### src/common/adc_pack.sv
`default_nettype none

package adc_pack;

    // Frame shape of the interleaved ADC
    localparam int n_adc = 8;
    localparam int n_ti  = 4;

    // Raw slice magnitude as delivered next to its sign bit
    typedef logic [n_adc-1:0] adc_mag_t;

    // One extra bit so a full-scale magnitude keeps its sign
    typedef logic signed [n_adc:0] adc_smp_t;

    // Offset lives in the same domain as the unfolded sample
    typedef logic signed [n_adc:0] adc_offset_t;

endpackage

`default_nettype wire

### src/common/cdr_pack.sv
`default_nettype none

package cdr_pack;

    // Phase interpolator code width and output count
    localparam int n_pi  = 8;
    localparam int n_out = 4;

    // Room for n_ti products of two unfolded samples
    localparam int n_pd_err = 2 * (adc_pack::n_adc + 1) + 2;

    // Signed error of one whole frame
    typedef logic signed [n_pd_err-1:0] pd_err_t;

    // Interpolator phase code, wraps like a phase
    typedef logic [n_pi-1:0] pi_code_t;

    // Range value for one interpolator output
    typedef logic [n_pi-1:0] pi_scale_t;

endpackage

`default_nettype wire

### src/adc_retimer.sv
`timescale 1ns/1ps
`default_nettype none

module adc_retimer (
    input wire logic clk_adc,
    input wire logic rst_i,
    input wire adc_pack::adc_mag_t adc_mag_i [adc_pack::n_ti-1:0],
    input wire logic [adc_pack::n_ti-1:0] adc_sign_i,
    output adc_pack::adc_mag_t mag_o [adc_pack::n_ti-1:0],
    output logic [adc_pack::n_ti-1:0] sign_o
);
    import adc_pack::*;

    // Slices settle at different phases, one edge lines them up
    always_ff @(posedge clk_adc) begin
        if (rst_i) begin
            for (int k = 0; k < n_ti; k++) begin
                mag_o[k] <= '0;
            end
            sign_o <= '0;
        end else begin
            for (int k = 0; k < n_ti; k++) begin
                mag_o[k] <= adc_mag_i[k];
            end
            sign_o <= adc_sign_i;
        end
    end

endmodule

`default_nettype wire

### src/adc_unfold.sv
`timescale 1ns/1ps
`default_nettype none

module adc_unfold #(
    parameter int avg_log2 = 4
) (
    input wire logic clk_adc,
    input wire logic rst_i,
    input wire adc_pack::adc_mag_t mag_i [adc_pack::n_ti-1:0],
    input wire logic [adc_pack::n_ti-1:0] sign_i,
    input wire logic en_cal_i,
    input wire logic en_ext_offset_i,
    input wire adc_pack::adc_offset_t ext_offset_i [adc_pack::n_ti-1:0],
    output adc_pack::adc_smp_t smp_o [adc_pack::n_ti-1:0],
    output adc_pack::adc_offset_t offset_o [adc_pack::n_ti-1:0]
);
    import adc_pack::*;

    localparam int n_acc = $bits(adc_smp_t) + avg_log2;

    logic [avg_log2-1:0] win_cnt;
    logic win_last;
    adc_smp_t raw [n_ti-1:0];
    logic signed [n_acc-1:0] acc [n_ti-1:0];
    logic signed [n_acc-1:0] acc_sum [n_ti-1:0];
    adc_offset_t cal_offset [n_ti-1:0];

    assign win_last = &win_cnt;

    always_comb begin
        for (int k = 0; k < n_ti; k++) begin
            // Sign bit high means positive
            if (sign_i[k]) begin
                raw[k] = adc_smp_t'({1'b0, mag_i[k]});
            end else begin
                raw[k] = -adc_smp_t'({1'b0, mag_i[k]});
            end
            acc_sum[k] = acc[k] + raw[k];
            offset_o[k] = en_ext_offset_i ? ext_offset_i[k] : cal_offset[k];
        end
    end

    // Offset-corrected sample register
    always_ff @(posedge clk_adc) begin
        if (rst_i) begin
            for (int k = 0; k < n_ti; k++) begin
                smp_o[k] <= '0;
            end
        end else begin
            for (int k = 0; k < n_ti; k++) begin
                smp_o[k] <= raw[k] - offset_o[k];
            end
        end
    end

    // Window average of the raw samples, one accumulator per slice
    always_ff @(posedge clk_adc) begin
        if (rst_i) begin
            win_cnt <= '0;
            for (int k = 0; k < n_ti; k++) begin
                acc[k] <= '0;
                cal_offset[k] <= '0;
            end
        end else if (!en_cal_i) begin
            // Calibrated value held while idle
            win_cnt <= '0;
            for (int k = 0; k < n_ti; k++) begin
                acc[k] <= '0;
            end
        end else begin
            win_cnt <= win_cnt + 1'b1;
            for (int k = 0; k < n_ti; k++) begin
                if (win_last) begin
                    acc[k] <= '0;
                    cal_offset[k] <= adc_offset_t'(acc_sum[k] >>> avg_log2);
                end else begin
                    acc[k] <= acc_sum[k];
                end
            end
        end
    end

endmodule

`default_nettype wire

### src/cdr/mm_pd.sv
`timescale 1ns/1ps
`default_nettype none

module mm_pd (
    input wire logic clk_adc,
    input wire logic rst_i,
    input wire adc_pack::adc_smp_t smp_i [adc_pack::n_ti-1:0],
    output cdr_pack::pd_err_t pd_err_o
);
    import adc_pack::*;
    import cdr_pack::*;

    adc_smp_t prev_last;
    adc_smp_t prev_smp [n_ti-1:0];
    pd_err_t err_sum;

    // Left neighbour of each slice, slice 0 looks back one frame
    assign prev_smp[0] = prev_last;
    for (genvar k = 1; k < n_ti; k++) begin : g_pair
        assign prev_smp[k] = smp_i[k-1];
    end

    always_comb begin
        pd_err_t a_ext;
        pd_err_t b_ext;
        err_sum = '0;
        for (int k = 0; k < n_ti; k++) begin
            a_ext = prev_smp[k];
            b_ext = smp_i[k];
            // a*sgn(b) - b*sgn(a), zero counts as positive
            err_sum = err_sum
                    + (smp_i[k][n_adc] ? -a_ext : a_ext)
                    - (prev_smp[k][n_adc] ? -b_ext : b_ext);
        end
    end

    always_ff @(posedge clk_adc) begin
        if (rst_i) begin
            prev_last <= '0;
            pd_err_o <= '0;
        end else begin
            prev_last <= smp_i[n_ti-1];
            pd_err_o <= err_sum;
        end
    end

endmodule

`default_nettype wire

### src/cdr/cdr_loop_filter.sv
`timescale 1ns/1ps
`default_nettype none

module cdr_loop_filter #(
    parameter int kp_shift = 2,
    parameter int ki_shift = 6
) (
    input wire logic clk_adc,
    input wire logic rst_i,
    input wire logic en_cdr_i,
    input wire cdr_pack::pd_err_t pd_err_i,
    output cdr_pack::pi_code_t pi_code_o
);
    import cdr_pack::*;

    pi_code_t integ;
    pi_code_t integ_next;
    pi_code_t prop_term;
    pi_code_t int_term;

    // Arithmetic shifts keep the error sign, then wrap into code range
    assign int_term   = pi_code_t'(pd_err_i >>> ki_shift);
    assign prop_term  = pi_code_t'(pd_err_i >>> kp_shift);
    assign integ_next = integ + int_term;

    always_ff @(posedge clk_adc) begin
        if (rst_i) begin
            integ <= '0;
            pi_code_o <= '0;
        end else if (en_cdr_i) begin
            integ <= integ_next;
            // Phase wraps modulo 2^n_pi
            pi_code_o <= integ_next + prop_term;
        end
    end

endmodule

`default_nettype wire

### src/cdr/pi_scaler.sv
`timescale 1ns/1ps
`default_nettype none

module pi_scaler (
    input wire logic clk_adc,
    input wire logic rst_i,
    input wire cdr_pack::pi_code_t pi_code_i,
    input wire cdr_pack::pi_code_t ext_pi_offset_i [cdr_pack::n_out-1:0],
    input wire cdr_pack::pi_scale_t ext_scale_i [cdr_pack::n_out-1:0],
    output cdr_pack::pi_code_t pi_ctl_o [cdr_pack::n_out-1:0]
);
    import cdr_pack::*;

    pi_scale_t scale_val [n_out-1:0];
    pi_code_t code_off [n_out-1:0];
    logic [2*n_pi-1:0] scaled [n_out-1:0];

    for (genvar j = 0; j < n_out; j++) begin : g_out
        assign scale_val[j] = ext_scale_i[j] << 4;
        assign code_off[j]  = pi_code_i + ext_pi_offset_i[j];
        assign scaled[j]    = code_off[j] * scale_val[j];
    end

    // Upper half maps the code onto the usable range
    always_ff @(posedge clk_adc) begin
        if (rst_i) begin
            for (int j = 0; j < n_out; j++) begin
                pi_ctl_o[j] <= '0;
            end
        end else begin
            for (int j = 0; j < n_out; j++) begin
                pi_ctl_o[j] <= scaled[j][2*n_pi-1:n_pi];
            end
        end
    end

endmodule

`default_nettype wire

### src/cdr_core.sv
`timescale 1ns/1ps
`default_nettype none

module cdr_core #(
    parameter int avg_log2 = 4,
    parameter int kp_shift = 2,
    parameter int ki_shift = 6
) (
    input wire logic clk_adc,
    input wire logic rst_i,
    input wire adc_pack::adc_mag_t adc_mag_i [adc_pack::n_ti-1:0],
    input wire logic [adc_pack::n_ti-1:0] adc_sign_i,
    input wire logic en_cal_i,
    input wire logic en_ext_offset_i,
    input wire adc_pack::adc_offset_t ext_offset_i [adc_pack::n_ti-1:0],
    input wire logic en_cdr_i,
    input wire cdr_pack::pi_code_t ext_pi_offset_i [cdr_pack::n_out-1:0],
    input wire cdr_pack::pi_scale_t ext_scale_i [cdr_pack::n_out-1:0],
    output wire adc_pack::adc_smp_t adc_unfolded_o [adc_pack::n_ti-1:0],
    output wire adc_pack::adc_offset_t offset_o [adc_pack::n_ti-1:0],
    output wire cdr_pack::pi_code_t pi_code_o,
    output wire cdr_pack::pi_code_t pi_ctl_o [cdr_pack::n_out-1:0]
);
    import adc_pack::*;
    import cdr_pack::*;

    adc_mag_t mag_rt [n_ti-1:0];
    logic [n_ti-1:0] sign_rt;
    pd_err_t pd_err;

    adc_retimer retimer_i (
        .clk_adc    (clk_adc),
        .rst_i      (rst_i),
        .adc_mag_i  (adc_mag_i),
        .adc_sign_i (adc_sign_i),
        .mag_o      (mag_rt),
        .sign_o     (sign_rt)
    );

    adc_unfold #(.avg_log2(avg_log2)) unfold_i (
        .clk_adc         (clk_adc),
        .rst_i           (rst_i),
        .mag_i           (mag_rt),
        .sign_i          (sign_rt),
        .en_cal_i        (en_cal_i),
        .en_ext_offset_i (en_ext_offset_i),
        .ext_offset_i    (ext_offset_i),
        .smp_o           (adc_unfolded_o),
        .offset_o        (offset_o)
    );

    mm_pd pd_i (
        .clk_adc  (clk_adc),
        .rst_i    (rst_i),
        .smp_i    (adc_unfolded_o),
        .pd_err_o (pd_err)
    );

    cdr_loop_filter #(.kp_shift(kp_shift), .ki_shift(ki_shift)) filt_i (
        .clk_adc   (clk_adc),
        .rst_i     (rst_i),
        .en_cdr_i  (en_cdr_i),
        .pd_err_i  (pd_err),
        .pi_code_o (pi_code_o)
    );

    pi_scaler scaler_i (
        .clk_adc         (clk_adc),
        .rst_i           (rst_i),
        .pi_code_i       (pi_code_o),
        .ext_pi_offset_i (ext_pi_offset_i),
        .ext_scale_i     (ext_scale_i),
        .pi_ctl_o        (pi_ctl_o)
    );

endmodule

`default_nettype wire

### config.mk
export PLATFORM = sky130hd
export DESIGN_NAME = cdr_core
export DESIGN_NICKNAME = d
export VERILOG_FILES = /design/src/common/adc_pack.sv /design/src/common/cdr_pack.sv /design/src/adc_retimer.sv /design/src/adc_unfold.sv /design/src/cdr/mm_pd.sv /design/src/cdr/cdr_loop_filter.sv /design/src/cdr/pi_scaler.sv /design/src/cdr_core.sv
export SDC_FILE = /design/constraint.sdc
export NUM_CORES = 1
export LEC_CHECK = 0
export BUFFER_PORTS_ARGS = -buffer_cell sky130_fd_sc_hd__buf_4
export CAP_MARGIN = 20
export CORE_UTILIZATION = 61
export CTS_BUF_LIST = sky130_fd_sc_hd__clkbuf_8
export DETAILED_ROUTE_END_ITERATION = 8
export GPL_ROUTABILITY_DRIVEN = 0
export PLACE_DENSITY = 0.84
export SLEW_MARGIN = 20
export SYNTH_ARGS = -nofsm -noshare
export SYNTH_HDL_FRONTEND = slang
export SYNTH_SLANG_ARGS = --single-unit
### constraint.sdc
create_clock -name clk_adc -period 6.42 [get_ports clk_adc]
set_input_delay 1.605 -clock clk_adc [delete_from_list [all_inputs] [get_ports clk_adc]]
set_output_delay 1.605 -clock clk_adc [all_outputs]
set_load 0.05 [all_outputs]
### Word-level counts from Yosys, hierarchy flattened

Memories as Yosys holds them, arrays and structs flattened.
Index checks and enable logic that the tools add are counted.

* add/subtract/negate cells: 31
* multipliers: 4
* mux-type cells: 45
* reduce and logical (&&, ||, !) cells: 2
* bitwise gates (word level): 17

Operators with widths (number)
* 13-bit two-way mux: 12
* 14-bit two-way mux: 8
* 9-bit two-way mux: 12
* 9-bit negator with 14-bit output: 5
* 14-bit subtractor: 4
* 13-bit by 9-bit adder with 13-bit output: 4
* 8-bit adder: 6
* 8-bit by 4-bit multiplier with 12-bit output: 4
* 14-bit adder: 3
* 8-bit negator with 9-bit output: 4
* 9-bit subtractor: 4
* 1-bit OR: 16
* 1-bit two-way mux: 13
* 4-bit by 1-bit adder with 4-bit output (second input constant): 1
* 4-bit AND reduction: 1
* 2-bit OR reduction: 1
* 1-bit NOT: 1

* memory bits (writable): 88
* memories: 2
* input bits: 141
* register bits: 147
* output and inout port bits: 112

Memories
* unfold_i.acc: depth 4, bits a word 13, rd ports 4, clocked after memory_dff 0, write ports 4, RTL line adc_unfold.sv:24 `logic signed [n_acc-1:0] acc [n_ti-1:0];`
* unfold_i.cal_offset: depth 4, bits a word 9, rd ports 4, clocked after memory_dff 0, write ports 4, RTL line adc_unfold.sv:26 `adc_offset_t cal_offset [n_ti-1:0];`

### Depth between registers and ports, before layout

Gate-level depths: netlist of the first run.

* depth in word-level cells: 9
* gate-level depth with buffers: 22

### Modules after synthesis

A second synthesis of the first run with hierarchy kept.

* cell total of the unflattened synthesis: 2455
* area, all modules: 22386.5 sq um

Modules (own cells, without submodules)
* adc_unfold: cells each 920, times used 1, area each 8838.5 sq um, seq. area each 3313.2 sq um
* mm_pd: cells each 712, times used 1, area each 6119.6 sq um, seq. area each 580.6 sq um
* pi_scaler: cells each 621, times used 1, area each 5262.5 sq um, seq. area each 640.6 sq um
* cdr_loop_filter: cells each 127, times used 1, area each 1171.1 sq um, seq. area each 320.3 sq um
* adc_retimer: cells each 75, times used 1, area each 994.7 sq um, seq. area each 720.7 sq um

### Least setup slack after synthesis of the first run

No wires, ideal clock.

* path kind: flip-flop to flip-flop
* from: register unfold_i.smp_o[17] in the netlist's numbering
* to: register pd_i.pd_err_o[10]
* stages on the path, launching flop included: 19
* setup time: 0.121 ns
* path buffers: 3
* data required time: 6.299 ns
* arrival: 5.763 ns
* path slack: 0.536 ns
* path through: dfxtp_1 > clkbuf_1 > clkbuf_1 > clkbuf_1 > nand2_1 > xnor2_1 > fa_1 > fa_1 > fa_1 > inv_1 > fa_1 > inv_1 > ha_1 > and4_1 > a221o_1 > a21o_1 > a31o_2 > o41ai_1 > mux2_2

* word-level cells in the longest chain between the ends: 7
* elaborated cells on any way between the ends: 11
* classes of those cells: add/sub (7); mux (4)

RTL lines
* from (decl): RTL line adc_unfold.sv:14 `output adc_pack::adc_smp_t smp_o [adc_pack::n_ti-1:0],`
* from (signal, indexed assignment): RTL line adc_unfold.sv:51 `smp_o[k] <= raw[k] - offset_o[k];`
* 14-bit two-way mux or 9-bit negator with 14-bit output (tied branches): RTL line mm_pd.sv:32, mm_pd.sv:33
* 14-bit adder or 14-bit two-way mux (tied branches): RTL line mm_pd.sv:32, mm_pd.sv:33
* 14-bit subtractor: RTL line mm_pd.sv:33 `- (prev_smp[k][n_adc] ? -b_ext : b_ext);`
* 14-bit adder: RTL line mm_pd.sv:32 `+ (smp_i[k][n_adc] ? -a_ext : a_ext)`
* 14-bit subtractor (*): RTL line mm_pd.sv:33
* 14-bit adder (*): RTL line mm_pd.sv:32
* 14-bit subtractor (*): RTL line mm_pd.sv:33
* to (signal assigned): RTL line mm_pd.sv:43 `pd_err_o <= err_sum;`
* to (decl): RTL line mm_pd.sv:8 `output cdr_pack::pd_err_t pd_err_o`

Mark *: on every way between the ends. The rest lies on a longest branch, timed or not.
A chain may end at the register's enable or synchronous reset.

### Worst setup path in the final report of the first run

* from: register unfold_i.smp_o[9] in the netlist's numbering
* to: register pd_i.pd_err_o[13]

* word-level cells in the longest chain between the ends: 7
* elaborated cells on any way between the ends: 8
* classes of those cells: add/sub (6); mux (2)

RTL lines (RTL line)
* 9-bit negator with 14-bit output: mm_pd.sv:32, mm_pd.sv:33
* 14-bit two-way mux: mm_pd.sv:33
* 14-bit subtractor: mm_pd.sv:33
* 14-bit adder (*): mm_pd.sv:32
* 14-bit subtractor (*): mm_pd.sv:33
* 14-bit adder (*): mm_pd.sv:32
* 14-bit subtractor (*): mm_pd.sv:33

Marked as above.

==> summary.txt, run 1 <==
CTS tree: done
flop2flop setup slack: 300 ps
vias post-DR: 15942
crit-path cells: inv_1 > ha_1 > nand2_1 > or3_1 > or3_1 > nand2_1 > xor2_1 > fa_1 > fa_1 > fa_1 > inv_1 > fa_1 > inv_1 > ha_1 > a21o_1 > a21oi_1 > nor3b_1 > a21oi_1 > or3_1 > a21oi_1
clk slew on worst S/H paths: 70 ps
CTS Sinks: 233
Tightest Pin Transition: 958 ps
most used cell, CP: fa_1
GR Util All Layers: 29.4%
Buffers on Ports: 236
Nets: 2896
Synth cell types: 58
outcome: finished, final reports clean
H-tree lvl count: 2
hold buffer count at CTS: 0
RSZ-0062 raised after global routing: false
clk root buf: clkbuf_8
Area Growth Syn to Fin: 16.7%
register area: 5420 µm²
mean post-synth cell area: 9.19 µm²
post-placement cell count: 2777
num rows: 65
Synth Flop Type: dfxtp_1
clk_lat worst skew: 580 ps
first-pass GRT wire length: 78100 µm
worst r2r path cells: 20
Initial Utilization: 62.0%
Post-CTS Setup Bufs: 0
routed len/inst: 16.8 µm
sequential element share of the synthesized area: 27.6%
hold path cells: 1
CP endpoint kind: flop
Via-to-Cell Ratio: 5.58
setup_tns: 0 ps
final design utilization: 72.4%
initial antenna violation count: 0
slew margin rel.: 36.2%
min-delay worst type: reg -> reg
die width: 181 µm
largest net degree at the start of global routing: 89
Detailed Place HPWL: 38000 µm
WL final: 47900 µm
Crit path largest cell delay: 530 ps
fraction of layout cells with a size suffix above 1: 13.9%
IO Pins: 253
Final Skew: 37.5 ps
grt total ovfl: 0
CTS Buffer Depth: 3
ys async rst share: 0%
core box area: 31600 µm²
EDFF count, synth: 75
type of the worst setup path: reg -> reg
Worst setup SP type: flop
number of buffers created by CTS: 43
Multi-input gate area: 13300 µm²
post-route cell area: 22900 µm²
Final Cycle Share: 95.3%
worst reg2reg path endpoint: pd_i.pd_err_o[13]$_SDFF_PP0_
Iteration-0 DRC Markers: 909
synth warn: 0
DR pass1 iterations: 5
MaxCap Viol Count: 0
vias in the first global route: 16273
critical path fanouts, max: 5
dpl cell area: 22000 µm²
Die ar.: 32900 µm²
Mapped Cells: 2136
final hold vios: 0
#FFs+latches synth: 233
Final setup viols: 0
Die H: 181 µm
drt drc: 0
Fillers: 2250
final max-slew violation count: 0
worst path arrival time: 6590 ps
FMAX: 0.163 GHz
slowest stage cell, crit path: fa_1
minimum clock period: 6120 ps
post-cts sizing count: 0
Finished Layout Cells: 2855
Critical Path RT: 6890 ps
Worst Min Path Start: unfold_i.win_cnt[0]$_SDFF_PP0_
hold endpoint: unfold_i.win_cnt[0]$_SDFF_PP0_
ANT cells: 0
worst flop-to-flop path startpoint: unfold_i.smp_o[9]$_SDFF_PP0_
Cell Area, Synth: 19600 µm²
Final ANT Viol Nets: 0
## synth_stat cells (all sizes together), types with 3 or more instances
| cell type | n | area share (%) |
|---|---|---|
| xor2 | 95 | 4.2 |
| a2111oi | 15 | 0.67 |
| ha | 200 | 13 |
| and3 | 23 | 0.73 |
| nand4 | 8 | 0.26 |
| nor3 | 29 | 0.74 |
| or2 | 5 | 0.16 |
| nand3b | 4 | 0.15 |
| a21oi | 132 | 3.4 |
| nand2b | 20 | 0.64 |
| o21ai | 46 | 1.2 |
| a21o | 59 | 2.3 |
| o21bai | 10 | 0.38 |
| a21boi | 6 | 0.23 |
| mux2 | 14 | 0.80 |
| a211oi | 5 | 0.19 |
| nand3 | 18 | 0.46 |
| o31ai | 16 | 0.61 |
| a31oi | 3 | 0.096 |
| mux2i | 49 | 2.5 |
| fa | 135 | 14 |
| o41ai | 6 | 0.36 |
| a41oi | 3 | 0.13 |
| buf | 4 | 0.096 |
| dfxtp | 158 | 16 |
| clkbuf | 45 | 0.86 |
| o211ai | 3 | 0.11 |
| inv | 244 | 4.7 |
| nand2 | 145 | 2.8 |
| nor4 | 8 | 0.29 |
| or3 | 26 | 0.87 |
| nor2b | 64 | 2.0 |
| xnor2 | 131 | 5.8 |
| and2 | 48 | 1.5 |
| o21a | 23 | 0.88 |
| nor2 | 230 | 4.4 |
| or4 | 7 | 0.29 |
| o31a | 4 | 0.18 |
| nor3b | 9 | 0.34 |
| edfxtp | 75 | 11 |
## how the worst max path moves through the flow
stage          slack (ps)  cells past startpoint                           from                               end
2_1_floorplan         540                     18  unfold_i.smp_o[17]$_SDFF_PP0_      pd_i.pd_err_o[10]$_SDFF_PP0_
3_5_place_dp          360                     19            ext_pi_offset_i[16]  scaler_i.pi_ctl_o[23]$_SDFF_PP0_
6_report              300                     20   unfold_i.smp_o[9]$_SDFF_PP0_      pd_i.pd_err_o[13]$_SDFF_PP0_
3_3_place_gp          410                     20            ext_pi_offset_i[24]  scaler_i.pi_ctl_o[31]$_SDFF_PP0_
5_1_grt                50                     20   unfold_i.smp_o[9]$_SDFF_PP0_      pd_i.pd_err_o[13]$_SDFF_PP0_
4_1_cts               360                     20   unfold_i.smp_o[9]$_SDFF_PP0_      pd_i.pd_err_o[13]$_SDFF_PP0_
## critical path: cells and delay by family, from the launching register on
kind | cells | cell delay (ps)
DFF | 1 | 420
adders and majority gates | 6 | 2570
xor gates and xnor gates | 1 | 210
AOI/OAI and AO/OA | 4 | 710
buffers and inverters | 3 | 240
and+or+nand+nor | 6 | 1870
## layer usage
layer	share of wire [%]	vias to the layer above	GRT usage, %
li1	-	7667	-
met5	0	-	0
met1	40	7617	34.9
met4	3.6	0	11.6
met3	6.3	126	4.65
met2	50	532	53.1
## cell usage in the layout, fill, tap and decap left out, types with 16 or more instances in the layout
master    synthesis  final
inv_1           244    255
buf_4             1    250
nor2_1          230    230
ha_1            200    200
dfxtp_1         158    158
nand2_1         145    145
fa_1            135    135
a21oi_1         131    131
xnor2_1         131    131
xor2_1           95     95
edfxtp_1         75     75
nor2b_1          64     64
a21o_1           59     59
clkbuf_8          0     51
mux2i_1          49     49
and2_1           48     48
o21ai_0          46     46
conb_1            1     39
nor3_1           29     29
and3_1           23     23
or3_1            23     23
o21a_1           23     23
nand2b_1         20     20
nand3_1          18     18
o31ai_1          16     16
## cell families (layout without fill, tap and decap cells)
| logic type | after synthesis | count (layout) | share of synthesized area (%) |
|---|---|---|---|
| AOI/OAI and AO/OA | 336 | 336 | 10.9 |
| xor gates and xnor gates | 227 | 227 | 10.2 |
| adders and majority gates | 335 | 335 | 26.5 |
| buffers and inverters | 293 | 572 | 5.62 |
| DFF | 233 | 233 | 27.6 |
| muxes | 63 | 63 | 3.30 |
| other | 1 | 39 | 0.0191 |
| and+or+nand+nor | 648 | 648 | 15.8 |
## cell type report
type	instances	share of cell area (%)
Tap cell	402	2.20
Clock buffer	51	3.06
Sequential cell	233	23.6
Inverter	244	4.00
Multi-Input combinational cell	1648	57.8
Clock inverter	27	1.09
Timing Repair Buffer	250	8.19
## metrics by stage
step	hold WS, ps	setup WS, ps
after floorplan	418	536
after global placement	431	411
after detailed placement	443	362
after CTS	453	359
after global routing	488	46.8
final	456	301
## state kept, by name, summed over array words and instances, names as in the netlist
signal	count
retimer_i.mag_o	32
pd_i.prev_last	9
scaler_i.pi_ctl_o	32
unfold_i.cal_offset	36
pd_i.pd_err_o	12
unfold_i.win_cnt	4
filt_i.pi_code_o	8
unfold_i.acc	52
unfold_i.smp_o	36
retimer_i.sign_o	4
filt_i.integ	8
Power of run 1 is not shown: default switching activity piles up to over one toggle a cycle in this logic, so the estimate is an artifact.
==> inputs of run 2 (changes only) <==
CORE_MARGIN = 1.5   (was unset)
==> run 2 against run 1 <==
  * Non-clock buffer count rose by 1
  * Worst setup slack improved by 230 ps
  * Sequential share of layout area rose by 0.092 points
  * Critical path depth did not move
  * First-iteration DRC count fell by 7.8%
  * Register-to-register slack improved by 230 ps
  * Global-route usage fell by 0.48 points
==> summary.txt, run 2 (synthesized netlist as in run 1, its figures left out) <==
Final Cycle Share: 91.8% (-3.5 points)
type of the worst setup path: reg -> reg
Detailed Place HPWL: 37500 µm (-1.1%)
Worst setup SP type: flop
commonest non-fill, non-tap cell in the layout: inv_1
DR pass1 iterations: 5 (unchanged)
flop2flop setup slack: 530 ps (+230 ps)
Area Growth Syn to Fin: 16.3%
commonest cells after routing, fill and taps aside: inv_1, buf_4, nor2_1, ha_1, dfxtp_1
MaxCap Viol Count: 0 (unchanged)
Initial Utilization: 62.0% (unchanged)
CTS Buffer Depth: 3 (unchanged)
critical path endpoint: pd_i.pd_err_o[13]$_SDFF_PP0_
grt total ovfl: 0 (unchanged)
first-pass GRT wire length: 77700 µm (-0.57%)
worst reg2reg path endpoint: pd_i.pd_err_o[13]$_SDFF_PP0_
Top reg by flops: unfold_i.acc
Buffers on Ports: 236 (unchanged)
largest net degree at the start of global routing: 79 (-11%)
Tightest Pin Transition: 835 ps (-123 ps)
critical path fanouts, max: 5 (unchanged)
CTS Sinks: 233 (unchanged)
Final ANT Viol Nets: 0 (unchanged)
Fillers: 2327 (+3.4%)
final max-slew violation count: 0 (unchanged)
die width: 182 µm (+0.55%)
initial antenna violation count: 0 (unchanged)
fraction of layout cells with a size suffix above 1: 13.6% (-0.27 points)
minimum clock period: 5890 ps (-227 ps)
vias post-DR: 15944 (+0.013%)
hold buffer count at CTS: 0 (unchanged)
drt drc: 0 (unchanged)
FMAX: 0.170 GHz (+3.9%)
Die H: 182 µm (+0.55%)
worst path arrival time: 6360 ps (-230 ps)
IO Pins: 253 (unchanged)
CTS tree: done
vias in the first global route: 16334 (+0.37%)
worst r2r path cells: 20 (unchanged)
final hold vios: 0 (unchanged)
post-cts sizing count: 0 (unchanged)
ANT cells: 0 (unchanged)
Multi-input gate area: 13300 µm² (unchanged)
slew margin rel.: 43.6% (+7.5 points)
clk_lat worst skew: 550 ps (-30 ps)
Via-to-Cell Ratio: 5.59 (about the same)
Final Skew: 15.1 ps (-22.5 ps)
WL final: 47300 µm (-1.2%)
Post-CTS Setup Bufs: 0 (unchanged)
num rows: 65 (unchanged)
clk root buf: clkbuf_8
Die ar.: 33300 µm² (+1.1%)
outcome: finished, final reports clean
Iteration-0 DRC Markers: 838 (-7.8%)
register area: 5420 µm² (unchanged)
worst flop-to-flop path startpoint: unfold_i.smp_o[0]$_SDFF_PP0_
RSZ-0062 raised after global routing: false
GR Util All Layers: 28.9% (-0.48 points)
Critical Path RT: 6890 ps (about the same)
core box area: 31600 µm² (unchanged)
clk slew on worst S/H paths: 60 ps (about the same)
Worst Setup SP: unfold_i.smp_o[0]$_SDFF_PP0_
H-tree lvl count: 2 (unchanged)
Nets: 2895 (-0.035%)
CP endpoint kind: flop
setup_tns: 0 ps (unchanged)
min-delay worst type: reg -> reg
number of buffers created by CTS: 41 (-4.7%)
routed len/inst: 16.6 µm (-1.1%)
max reg flops: 52 (unchanged)
top flop regs: unfold_i.acc (52), unfold_i.cal_offset (36), unfold_i.smp_o (36)
Final setup viols: 0 (unchanged)
[run 2: how the worst min path moves through the flow]
stage	start	to	depth (start not counted)
floorplan	unfold_i.win_cnt[0]$_SDFF_PP0_	unfold_i.win_cnt[0]$_SDFF_PP0_	1
detailed placement	unfold_i.win_cnt[0]$_SDFF_PP0_	unfold_i.win_cnt[0]$_SDFF_PP0_	1
finish	unfold_i.win_cnt[0]$_SDFF_PP0_	unfold_i.win_cnt[0]$_SDFF_PP0_	1
global placement	unfold_i.win_cnt[0]$_SDFF_PP0_	unfold_i.win_cnt[0]$_SDFF_PP0_	1
global route	unfold_i.win_cnt[0]$_SDFF_PP0_	unfold_i.win_cnt[0]$_SDFF_PP0_	1
CTS	unfold_i.win_cnt[0]$_SDFF_PP0_	unfold_i.win_cnt[0]$_SDFF_PP0_	1
[run 2: routing by layer]
layer	up-vias	GRT usage [%]	wire length [µm]
li1	7665	-	-
met1	7542	33.8	18900
met2	595	52.3	23300
met3	142	5.09	3240
met4	0	12.0	1870
met5	-	0	0
[run 2: critical path, cell delays in order (launching register included)]
cell and delay, ps:
dfxtp_1 440, inv_1 110, ha_1 200, nand2_1 130
or3_1 380, or2_2 370, nand2_1 100, xor2_1 230
fa_1 460, fa_1 470, fa_1 520, inv_1 60
fa_1 520, inv_1 40, ha_1 350, a21o_1 200
a21oi_1 180, nor3b_1 390, a21oi_1 150, or3_1 360
a21oi_1 160
[run 2: stage by stage]
step | hold WS [ps] | area, µm² | std cells | setup slack [ps] | utilization, %
floorplan | 418 | 19800 | 2174 | 536 | -
CTS | 468 | 22800 | 2853 | 546 | 72.1
finish | 462 | 22800 | 2853 | 528 | 72.1
detailed placement | 455 | 22000 | 2778 | 250 | 69.4
global placement | 430 | 22000 | 2778 | 432 | 69.4
global route | 485 | 22800 | 2853 | 187 | 72.1
[run 2: final cells by class]
class                   instances  area share, %
flip-flops and latches        233           23.7
clock inverters                31           1.09
inverters                     244           4.01
repair buffers                251           8.26
clock buffers                  44           2.65
multi-input cells            1648           58.1
well taps                     402           2.20
Power of run 2 is left out for the same reason.
==> inputs of run 3 (changes only) <==
REMOVE_ABC_BUFFERS = 1   (was unset)
==> run 3 against run 2 <==
  * First-iteration DRC count is 1.4% lower
  * Hold slack worse by 9.3 ps
  * Sequential cell count stayed put
  * Clock skew is 42 ps higher
  * Critical endpoint unchanged
  * Final area is 0.46% higher
  * Non-clock buffer count is 1 higher
  * Core utilization is 0.33 points higher
  * Register-to-register slack better by 60 ps
  * Die area stayed put
  * Critical path depth stayed put
  * Via count is 0.23% lower
==> summary.txt, run 3 (synthesized netlist as in run 1, its figures left out) <==
outcome: finished, final reports clean
routed len/inst: 16.4 µm (-1.2%)
clk root buf: clkbuf_8
CP Buf/Inv Count: 3 (unchanged)
most used cell, CP: fa_1
grt total ovfl: 0 (unchanged)
Die H: 182 µm (unchanged)
RSZ-0062 raised after global routing: false
CTS Sinks: 233 (unchanged)
Initial Utilization: 62.0% (unchanged)
GR Util All Layers: 28.6% (-0.36 points)
final max-slew violation count: 0 (unchanged)
initial antenna violation count: 0 (unchanged)
top flop regs: unfold_i.acc (52), unfold_i.cal_offset (36), unfold_i.smp_o (36)
Tightest Pin Transition: 890 ps (+55.0 ps)
commonest non-fill, non-tap cell in the layout: inv_1
drt drc: 0 (unchanged)
min-delay worst type: reg -> reg
Fillers: 2273 (-2.3%)
flop2flop setup slack: 580 ps (+60 ps)
worst r2r path cells: 20 (unchanged)
slew margin rel.: 39.2% (-4.5 points)
setup_tns: 0 ps (unchanged)
hold endpoint: unfold_i.win_cnt[0]$_SDFF_PP0_
type of the worst setup path: reg -> reg
pre-CTS setup slack: 285 ps (+35.1 ps)
hold buffer count at CTS: 0 (unchanged)
worst path arrival time: 6280 ps (-80 ps)
Final Cycle Share: 90.9% (-0.87 points)
Iteration-0 DRC Markers: 826 (-1.4%)
max reg flops: 52 (unchanged)
Area Growth Syn to Fin: 16.8%
Die ar.: 33300 µm² (unchanged)
worst flop-to-flop path startpoint: unfold_i.smp_o[9]$_SDFF_PP0_
vias in the first global route: 16247 (-0.53%)
final hold vios: 0 (unchanged)
final design utilization: 72.5% (+0.33 points)
num rows: 65 (unchanged)
Buffers on Ports: 236 (unchanged)
commonest cells after routing, fill and taps aside: inv_1, buf_4, nor2_1, ha_1, dfxtp_1
slowest stage cell, crit path: fa_1
Critical Path RT: 6870 ps (-20 ps)
H-tree lvl count: 2 (unchanged)
ANT cells: 0 (unchanged)
first-pass GRT wire length: 76500 µm (-1.5%)
CP endpoint kind: flop
Top reg by flops: unfold_i.acc
Final setup viols: 0 (unchanged)
fraction of layout cells with a size suffix above 1: 13.9% (+0.31 points)
DR pass1 iterations: 5 (unchanged)
CTS tree: done
IO Pins: 253 (unchanged)
worst reg2reg path endpoint: pd_i.pd_err_o[13]$_SDFF_PP0_
vias post-DR: 15907 (-0.23%)
minimum clock period: 5840 ps (-56.0 ps)
Post-CTS Setup Bufs: 0 (unchanged)
MaxCap Viol Count: 0 (unchanged)
hold path cells: 1 (unchanged)
CTS Buffer Depth: 3 (unchanged)
Worst setup SP type: flop
Final Skew: 57.6 ps (+42.5 ps)
FMAX: 0.171 GHz (+0.96%)
clk_lat worst skew: 570 ps (+20 ps)
crit-path cells: inv_1 > ha_1 > nand2_1 > or3_1 > or3_1 > nand2_1 > xor2_1 > fa_1 > fa_1 > fa_1 > inv_1 > fa_1 > inv_1 > ha_1 > a21o_1 > a21oi_1 > nor3b_1 > a21oi_1 > or3_1 > a21oi_1
critical path fanouts, max: 5 (unchanged)
Worst Min Path Start: unfold_i.win_cnt[0]$_SDFF_PP0_
WL final: 46800 µm (-1.1%)
die width: 182 µm (unchanged)
largest net degree at the start of global routing: 85 (+7.6%)
clk slew on worst S/H paths: 60 ps (about the same)
Final ANT Viol Nets: 0 (unchanged)
final worst setup slack: 584 ps (+56.0 ps)
core box area: 31600 µm² (unchanged)
Worst path top cell family by delay: adder cells
number of buffers created by CTS: 42 (+2.4%)
Via-to-Cell Ratio: 5.57 (-0.34%)
post-cts sizing count: 0 (unchanged)
Nets: 2897 (+0.069%)
Detailed Place HPWL: 36900 µm (-1.8%)
Crit path largest cell delay: 530 ps (about the same)
## run 3: final cells by class
cell class / instances / area [µm²] / share of cell area [%]
tap: 402 / 503 / 2.19
multi-input combinational: 1648 / 13300 / 57.8
sequential: 233 / 5420 / 23.6
inverter: 244 / 916 / 3.99
clock buffer: 53 / 729 / 3.18
clock inverter: 24 / 223 / 0.971
timing repair buffer: 252 / 1890 / 8.25
## run 3: layer usage
metal | track usage, % | part of all wire [%] | vias to the layer above | routed length [µm]
met5 | 0 | 0 | - | 0
met4 | 12.8 | 4.4 | 0 | 2060
met3 | 5.71 | 6.5 | 143 | 3020
met2 | 51.9 | 50 | 541 | 23400
met1 | 32.4 | 39 | 7549 | 18300
li1 | - | - | 7674 | -
## run 3: worst max-delay path by stage
| stage | from | end | cells after the start |
|---|---|---|---|
| final | unfold_i.smp_o[9]$_SDFF_PP0_ | pd_i.pd_err_o[13]$_SDFF_PP0_ | 20 |
| after global routing | unfold_i.smp_o[9]$_SDFF_PP0_ | pd_i.pd_err_o[13]$_SDFF_PP0_ | 20 |
| after CTS | unfold_i.smp_o[0]$_SDFF_PP0_ | pd_i.pd_err_o[13]$_SDFF_PP0_ | 20 |
| after detailed placement | ext_pi_offset_i[24] | scaler_i.pi_ctl_o[31]$_SDFF_PP0_ | 19 |
| after global placement | ext_pi_offset_i[0] | scaler_i.pi_ctl_o[7]$_SDFF_PP0_ | 20 |
| after floorplan | unfold_i.smp_o[8]$_SDFF_PP0_ | pd_i.pd_err_o[10]$_SDFF_PP0_ | 15 |
## run 3: through the flow
step / std cells / hold WS [ps] / instance area [µm²]
global route: 2856 / 497 / 22900
floorplan: 2125 / 418 / 19600
CTS: 2856 / 460 / 22900
finish: 2856 / 453 / 22900
detailed placement: 2779 / 445 / 22000
global placement: 2779 / 431 / 22000
Power of run 3 is left out for the same reason.
